File: config.mk
export PLATFORM = sky130hd
export DESIGN_NAME = cpuPipeRegs
export DESIGN_NICKNAME = d
export VERILOG_FILES = /design/src/logic/pipePkg.sv /design/src/logic/fetchStageRegs.sv /design/src/logic/decodeStageReg.sv /design/src/logic/executeStageReg.sv /design/src/logic/memoryStageRegs.sv /design/src/logic/writebackStageReg.sv /design/src/logic/cpuPipeRegs.sv
export SDC_FILE = /design/constraint.sdc
export NUM_CORES = 1
export LEC_CHECK = 0
export BUFFER_PORTS_ARGS = -buffer_cell sky130_fd_sc_hd__buf_2
export CAP_MARGIN = 20
export CORE_AREA = 2 2 636 638
export DETAILED_ROUTE_END_ITERATION = 6
export DIE_AREA = 0 0 638 640
export PLACE_DENSITY_LB_ADDON = 0.3
export REMOVE_ABC_BUFFERS = 1
export SLEW_MARGIN = 10
export SYNTH_ARGS = -nofsm -noshare
export SYNTH_HDL_FRONTEND = slang
export SYNTH_SLANG_ARGS = --single-unit
File: constraint.sdc
create_clock -name clk -period 6.3 [get_ports clk]
set_clock_uncertainty 0.2 [all_clocks]
set_input_delay 0.945 -clock clk [delete_from_list [all_inputs] [get_ports clk]]
set_output_delay 0.945 -clock clk [all_outputs]
set_load 0.02 [all_outputs]
File: src/logic/pipePkg.sv
package pipePkg;

	// ********************************************************************
	// width types
	// ********************************************************************

	typedef logic [31:0] addrT;
	typedef logic [31:0] wordT;
	typedef logic [4:0]  regIdxT;
	typedef logic [4:0]  excCodeT;
	typedef logic [3:0]  byteStrobeT;
	typedef logic [2:0]  memSizeT;
	typedef logic [4:0]  aluOpT;

	// next-pc source select.
	typedef enum logic [1:0] {
		npcSeq,
		npcBranch,
		npcJump,
		npcReturn
	} npcOpT;

	// writeback result select.
	typedef enum logic [2:0] {
		resAlu,
		resMem,
		resPc8,
		resHiLo,
		resCp0
	} resultSelT;

	// ********************************************************************
	// stage records
	// ********************************************************************

	typedef struct packed {
		addrT       retAddr;
		npcOpT      npcOp;
		addrT       pcOp00;
		addrT       pcOp01;
		addrT       pcOp10;
		logic [3:0] flushCond;
		logic       excEntry;
		addrT       excPc;
	} npcRecT;

	typedef struct packed {
		addrT    pc;
		addrT    ppc;
		logic    exception;
		excCodeT excCode;
	} fetchRecT;

	typedef struct packed {
		addrT    pc;
		wordT    instr;
		logic    exception;
		excCodeT excCode;
	} decodeRecT;

	typedef struct packed {
		addrT      pc;
		aluOpT     aluOp;
		wordT      srcA;
		wordT      srcB;
		wordT      imm;
		regIdxT    rs;
		regIdxT    rt;
		regIdxT    rd;
		logic      regWrite;
		logic      memRead;
		logic      memWrite;
		memSizeT   memSize;
		resultSelT resultSel;
		logic      exception;
		excCodeT   excCode;
		logic      delaySlot;
	} execCtlT;

	typedef struct packed {
		addrT      pc;
		wordT      aluResult;
		wordT      storeData;
		regIdxT    rd;
		logic      regWrite;
		logic      memRead;
		logic      memWrite;
		memSizeT   memSize;
		resultSelT resultSel;
		logic      exception;
		excCodeT   excCode;
	} mem1RecT;

	// added by address translation in memory 1.
	typedef struct packed {
		addrT       paddr;
		byteStrobeT byteStrobe;
		wordT       fwdResult;
	} mem2NewT;

	typedef struct packed {
		addrT       pc;
		wordT       aluResult;
		regIdxT     rd;
		logic       regWrite;
		logic       memRead;
		logic       memWrite;
		memSizeT    memSize;
		resultSelT  resultSel;
		logic       exception;
		excCodeT    excCode;
		addrT       paddr;
		byteStrobeT byteStrobe;
		wordT       fwdResult;
	} mem2RecT;

	typedef struct packed {
		addrT      pc;
		wordT      result;
		wordT      loadData;
		resultSelT resultSel;
		regIdxT    rd;
		logic      regWrite;
	} wbRecT;

	// ********************************************************************
	// reset values
	// ********************************************************************

	localparam addrT bootVector = 32'hBFC0_0000;
	localparam addrT fetchResetPc = bootVector - 32'd4;
	// bit 0 is condition 00, the sequential pick.
	localparam logic [3:0] npcResetFlushCond = 4'b0001;

	localparam npcRecT npcResetVal = '{
		npcOp: npcSeq,
		pcOp00: bootVector,
		flushCond: npcResetFlushCond,
		default: '0
	};

	localparam fetchRecT fetchResetVal = '{
		pc: fetchResetPc,
		default: '0
	};

endpackage

File: src/logic/fetchStageRegs.sv
`timescale 1ns/1ps

module fetchStageRegs (
	input  logic             clk,
	input  logic             rstN,

	input  logic             npcWr,
	input  logic             npcFlush,
	input  pipePkg::npcRecT  npcIn,

	input  logic             fetchWr,
	input  logic             fetchFlush,
	input  pipePkg::fetchRecT fetchIn,

	output pipePkg::npcRecT  npcOut,
	output pipePkg::fetchRecT fetchOut
);

	import pipePkg::*;

	// ********************************************************************
	// next-pc record
	// ********************************************************************

	// condition 00 with the boot vector as first candidate.
	always_ff @(posedge clk) begin
		if (!rstN || npcFlush) begin
			npcOut <= npcResetVal;
		end else if (npcWr) begin
			npcOut <= npcIn;
		end
	end

	// ********************************************************************
	// pre-fetch to fetch
	// ********************************************************************

	// sits one word below boot so sequential fetch lands on it.
	always_ff @(posedge clk) begin
		if (!rstN || fetchFlush) begin
			fetchOut <= fetchResetVal;
		end else if (fetchWr) begin
			fetchOut <= fetchIn;
		end
	end

	// the npc mux must see a single select after a restart.
	npcCondOneHot: assert property (
		@(posedge clk) (!rstN || npcFlush) |=> $onehot(npcOut.flushCond)
	) else $error("npcOut flushCond not one-hot after reset or flush");

endmodule

File: src/logic/decodeStageReg.sv
`timescale 1ns/1ps

module decodeStageReg (
	input  logic               clk,
	input  logic               rstN,
	input  logic               decodeWr,
	input  logic               decodeFlush,
	input  pipePkg::decodeRecT decodeIn,
	output pipePkg::decodeRecT decodeOut
);

	import pipePkg::*;

	// fetch to decode.
	// pc survives a flush so a later exception still sees a valid epc.
	always_ff @(posedge clk) begin
		if (!rstN || decodeFlush) begin
			decodeOut <= '{
				pc: decodeOut.pc,
				default: '0
			};
		end else if (decodeWr) begin
			decodeOut <= decodeIn;
		end
	end

endmodule

File: src/logic/executeStageReg.sv
`timescale 1ns/1ps

module executeStageReg (
	input  logic             clk,
	input  logic             rstN,
	input  logic             execWr,
	input  logic             execFlush,
	input  pipePkg::execCtlT execIn,
	output pipePkg::execCtlT execOut,
	output logic             execStall
);

	import pipePkg::*;

	// ********************************************************************
	// decode to execute
	// ********************************************************************

	always_ff @(posedge clk) begin
		if (!rstN || execFlush) begin
			execOut <= '{
				pc: execOut.pc,
				resultSel: resAlu,
				default: '0
			};
		end else if (execWr) begin
			execOut <= execIn;
		end
	end

	// set while the hazard unit holds this stage.
	// execute uses it to know the same instruction is replayed.
	always_ff @(posedge clk) begin
		if (!rstN || execFlush) begin
			execStall <= 1'b0;
		end else if (execWr) begin
			execStall <= 1'b0;
		end else begin
			execStall <= 1'b1;
		end
	end

	// a repeated instruction sees the same control and operands.
	execStallHolds: assert property (
		@(posedge clk) disable iff (!rstN) execStall |-> $stable(execOut)
	) else $error("execOut changed while execStall was set");

endmodule

File: src/logic/memoryStageRegs.sv
`timescale 1ns/1ps

module memoryStageRegs (
	input  logic             clk,
	input  logic             rstN,

	input  logic             mem1Wr,
	input  logic             mem1Flush,
	input  pipePkg::mem1RecT mem1In,

	input  logic             mem2Wr,
	input  logic             mem2Flush,
	input  pipePkg::mem2NewT mem2New,

	output pipePkg::mem1RecT mem1Out,
	output pipePkg::mem2RecT mem2Out
);

	import pipePkg::*;

	mem2RecT mem2In;

	// ********************************************************************
	// execute to memory 1
	// ********************************************************************

	always_ff @(posedge clk) begin
		if (!rstN || mem1Flush) begin
			mem1Out <= '{
				pc: mem1Out.pc,
				resultSel: resAlu,
				default: '0
			};
		end else if (mem1Wr) begin
			mem1Out <= mem1In;
		end
	end

	// memory 2 takes control straight from memory 1.
	// store data was consumed by the data cache request.
	always_comb begin
		mem2In.pc         = mem1Out.pc;
		mem2In.aluResult  = mem1Out.aluResult;
		mem2In.rd         = mem1Out.rd;
		mem2In.regWrite   = mem1Out.regWrite;
		mem2In.memRead    = mem1Out.memRead;
		mem2In.memWrite   = mem1Out.memWrite;
		mem2In.memSize    = mem1Out.memSize;
		mem2In.resultSel  = mem1Out.resultSel;
		mem2In.exception  = mem1Out.exception;
		mem2In.excCode    = mem1Out.excCode;
		mem2In.paddr      = mem2New.paddr;
		mem2In.byteStrobe = mem2New.byteStrobe;
		mem2In.fwdResult  = mem2New.fwdResult;
	end

	// ********************************************************************
	// memory 1 to memory 2
	// ********************************************************************

	always_ff @(posedge clk) begin
		if (!rstN || mem2Flush) begin
			mem2Out <= '{
				pc: mem2Out.pc,
				resultSel: resAlu,
				default: '0
			};
		end else if (mem2Wr) begin
			mem2Out <= mem2In;
		end
	end

	// a store reaching memory 2 must carry lanes to write.
	mem2StoreStrobe: assert property (
		@(posedge clk) disable iff (!rstN) mem2Out.memWrite |-> (mem2Out.byteStrobe != '0)
	) else $error("store in memory 2 with empty byte strobe");

endmodule

File: src/logic/writebackStageReg.sv
`timescale 1ns/1ps

module writebackStageReg (
	input  logic           clk,
	input  logic           rstN,
	input  logic           wbWr,
	input  logic           wbFlush,
	input  pipePkg::wbRecT wbIn,
	output pipePkg::wbRecT wbOut
);

	import pipePkg::*;

	// last stop before the register file.
	// regWrite drops on flush so nothing is written back.
	always_ff @(posedge clk) begin
		if (!rstN || wbFlush) begin
			wbOut <= '{
				pc: wbOut.pc,
				resultSel: resAlu,
				default: '0
			};
		end else if (wbWr) begin
			wbOut <= wbIn;
		end
	end

endmodule

File: src/logic/cpuPipeRegs.sv
`timescale 1ns/1ps

module cpuPipeRegs (
	input  logic               clk,
	input  logic               rstN,

	// hazard unit strobes.
	input  logic               npcWr,
	input  logic               npcFlush,
	input  logic               fetchWr,
	input  logic               fetchFlush,
	input  logic               decodeWr,
	input  logic               decodeFlush,
	input  logic               execWr,
	input  logic               execFlush,
	input  logic               mem1Wr,
	input  logic               mem1Flush,
	input  logic               mem2Wr,
	input  logic               mem2Flush,
	input  logic               wbWr,
	input  logic               wbFlush,

	// datapath records in.
	input  pipePkg::npcRecT    npcIn,
	input  pipePkg::fetchRecT  fetchIn,
	input  pipePkg::decodeRecT decodeIn,
	input  pipePkg::execCtlT   execIn,
	input  pipePkg::mem1RecT   mem1In,
	input  pipePkg::mem2NewT   mem2New,
	input  pipePkg::wbRecT     wbIn,

	// registered records out.
	output pipePkg::npcRecT    npcOut,
	output pipePkg::fetchRecT  fetchOut,
	output pipePkg::decodeRecT decodeOut,
	output pipePkg::execCtlT   execOut,
	output logic               execStall,
	output pipePkg::mem1RecT   mem1Out,
	output pipePkg::mem2RecT   mem2Out,
	output pipePkg::wbRecT     wbOut
);

	// ********************************************************************
	// stage registers
	// ********************************************************************

	fetchStageRegs uFetch (
		.clk        (clk),
		.rstN       (rstN),
		.npcWr      (npcWr),
		.npcFlush   (npcFlush),
		.npcIn      (npcIn),
		.fetchWr    (fetchWr),
		.fetchFlush (fetchFlush),
		.fetchIn    (fetchIn),
		.npcOut     (npcOut),
		.fetchOut   (fetchOut)
	);

	decodeStageReg uDecode (
		.clk         (clk),
		.rstN        (rstN),
		.decodeWr    (decodeWr),
		.decodeFlush (decodeFlush),
		.decodeIn    (decodeIn),
		.decodeOut   (decodeOut)
	);

	executeStageReg uExecute (
		.clk       (clk),
		.rstN      (rstN),
		.execWr    (execWr),
		.execFlush (execFlush),
		.execIn    (execIn),
		.execOut   (execOut),
		.execStall (execStall)
	);

	// memory 1 and memory 2 share one module.
	memoryStageRegs uMemory (
		.clk       (clk),
		.rstN      (rstN),
		.mem1Wr    (mem1Wr),
		.mem1Flush (mem1Flush),
		.mem1In    (mem1In),
		.mem2Wr    (mem2Wr),
		.mem2Flush (mem2Flush),
		.mem2New   (mem2New),
		.mem1Out   (mem1Out),
		.mem2Out   (mem2Out)
	);

	writebackStageReg uWriteback (
		.clk     (clk),
		.rstN    (rstN),
		.wbWr    (wbWr),
		.wbFlush (wbFlush),
		.wbIn    (wbIn),
		.wbOut   (wbOut)
	);

endmodule

==> results by group <==
Worst setup path
  • CP Launch Type: flip-flop
  • Worst Path Required: 5.15 ns
  • Bufs and invs on worst path: 1
  • Slowest CP cell: dfxtp_1
  • CP top delay family: flip-flops
  • Critical path, cell by cell: buf_2
  • Critical Path AT: 1.74 ns
  • Max incr delay on CP: 0.63 ns
  • Worst Path Max Fanout: 3
  • CP Capture Type: primary output
  • Crit path kind: flip-flop to primary output

Global route
  • First-pass GRT wire length: 281300 um
  • Grt ovf: 0
  • Gr usage total: 10.60%
  • Vias in the first global route: 25393
  • Largest net degree at the start of global routing: 139
  • Initial antenna violation count: 229

STA
  • Final hold vios: 0
  • Fin Setup TNS: 0 ns
  • Slew at the pin closest to its max-slew limit: 1.086 ns
  • RSZ-0062 raised after global routing: false
  • Setup-failing EPs final: 0
  • Final Max Slew Viols: 0
  • Final min period: 2.882 ns
  • Slew HR: 27.57%
  • Tcrit/Tclk final: 45.75%
  • Fmax: 0.3470 GHz

Floorplanning
  • Site Rows: 233
  • Die ar.: 0.4083 mm^2
  • Core Area: 0.4014 mm^2
  • Die width: 638 um
  • Initial Util: 7.168%
  • Die Ht: 640 um
  • # IOs: 1621

Power and ir drop
  • Comb pwr share: 10.7%
  • Seq pwr share: 41.9%
  • Pint: 10.07 mW
  • Sw Ratio: 27.25%
  • Switching power: 3.772 mW
  • Pleak: 21.54 nW
  • PD cells: 290.3 mW/mm^2
  • Max VDD drop: 197.5 uV
  • Clock share of power: 47.4%

Drt
  • Vias per std cell: 2.685
  • Antenna-violating nets left: 0
  • Vias: 25464
  • DR iter-0 viols: 1417
  • DR WL/cell: 23.95 um
  • DR DRC count: 0
  • Routed WL: 227100 um
  • TritonRoute pass-1 iters: 5

Cells and area
  • Post-Layout Cell Count: 9483
  • Share of cells above drive strength 1: 43.99%
  • Most common cell after layout, fill and taps aside: buf_2
  • Area delta synth->final: 65.72%
  • Commonest cells after routing, fill and taps aside: buf_2 (1613), dfxtp_1 (685), mux2i_1 (684), nor2_1 (647), edfxtp_1 (160)
  • Nets@finish: 4849

Job
  • Maxcap violations: 0

CTS
  • Post-CTS sizing: 0
  • Worst-path clk slew: 0.06 ns
  • Total CTS buffers: 113
  • Clock root cell: clkbuf_16
  • Clock Latency Late Sink: 0.84 ns
  • TritonCTS sink count: 845
  • CTS H-Tree Depth: 3
  • Clock Tree Buf Depth: 4
  • CTS tree: yes

Synthesis
  • Synthesized netlist cell count: 2387
  • Count of different cell masters after synthesis: 12
  • Synthesized flop and latch total: 845
  • Synth Cell Area: 0.02878 mm^2
  • Yosys warns: 0
  • Sequential area share after synthesis: 64.35%
  • Mean Syn Cell Area: 12.06 um^2

Place
  • Cells after DPL: 9164
  • HPWL Detailed: 196200 um
  • RD Place Congestion: 0.9108
  • IO Port Bufs: 1620

Worst hold path
  • Hold crit path type: input pin to flip-flop

Outcome
  • Status: complete, no violations
power groups by stage:
stage                     Clock (mW)  Sequential [mW]  Combinational [mW]
after CTS                       6.86             5.80                1.52
after floorplan                    0             6.11               0.353
after global placement             0             5.91                1.46
after global routing            7.04             5.82                1.59
final                           6.56             5.80                1.48
after detailed placement           0             5.92                1.46
area by class of cell:
cell class	instances	area [um^2]
well taps	5287	6615
fillers	46037	353700
repair buffers	1725	9205
clock inverters	47	495.5
inverters	5	18.77
diodes	31	77.57
clock buffers	160	3194
flip-flops and latches	845	18520
multi-input cells	1383	9563
worst register-to-register path: cells and delay by family (launching register included):
kind	cells	cell delay, ns
flip-flops	1	0.63
multiplexers	1	0.14
AND/OR/NAND/NOR	1	0.10
synth_stat cells (all sizes together):
| master | number | area share (%) |
|---|---|---|
| edfxtp | 160 | 17 |
| clkbuf | 31 | 0.40 |
| nand2b | 7 | 0.15 |
| nor2b | 2 | 0.043 |
| nor2 | 652 | 8.5 |
| mux2i | 684 | 24 |
| dfxtp | 685 | 48 |
| nand2 | 38 | 0.50 |
| inv | 5 | 0.065 |
| buf | 123 | 2.2 |
worst paths after layout:
check | startpoint | endpoint | slack [ns] | cells after the start
min reg2reg | uMemory.mem1Out[109] | uMemory.mem2Out[145] | 0.24 | 0
max reg2reg | uMemory.mem1Out[75] | uMemory.mem1Out[75] | 5.16 | 2
min | wbIn[83] | uWriteback.wbOut[83] | 0.11 | 1
max | uMemory.mem1Out[75] | mem1Out[75] | 3.42 | 1
sequential cells by signal, indices dropped and copies added, names as in the netlist:
register / count
uExecute.execStall: 1
uMemory.mem2Out: 152
uMemory.mem1Out: 116
uDecode.decodeOut: 70
uWriteback.wbOut: 105
uExecute.execOut: 164
uFetch.fetchOut: 70
uFetch.npcOut: 167
cell families (layout without fill, tap and decap cells):
logic type,count (synthesis),in the layout,share of synthesized area [%]
and+or+nand+nor,699,699,9.196
other,0,31,0
buffers and inverters,159,1937,2.661
DFF,845,845,64.35
muxes,684,684,23.79
what timing repair did:
action / CTS / global route
endpoints found under the hold margin: 79 / 0
hold buffers: 79 / 0
buffers inserted: 0 / 0
routing by layer:
metal	routed length [um]	share of wire [%]	vias to the layer above	track usage [%]
li1	-	-	11474	-
met1	92020	41	11964	12.61
met2	102800	45	1492	17.25
met3	26070	11	514	5.101
met4	6080	2.7	20	2.080
met5	123	0.054	-	0
through the flow:
step                      hold WS (ns)  worst slack, ns  power [mW]  area (um^2)  util (%)
after floorplan                 0.3833           0.7265       6.460        28030         -
after global placement          0.2355            2.589       7.370        43080     10.73
after detailed placement        0.2402            2.495       7.379        43080     10.73
after CTS                  0.000002220            3.238       14.18        47560     11.85
after global routing           0.02522            3.258       14.45        47650     11.87
final                           0.1060            3.418       13.84        47690     11.88
Power figures use the tool's default switching activity.
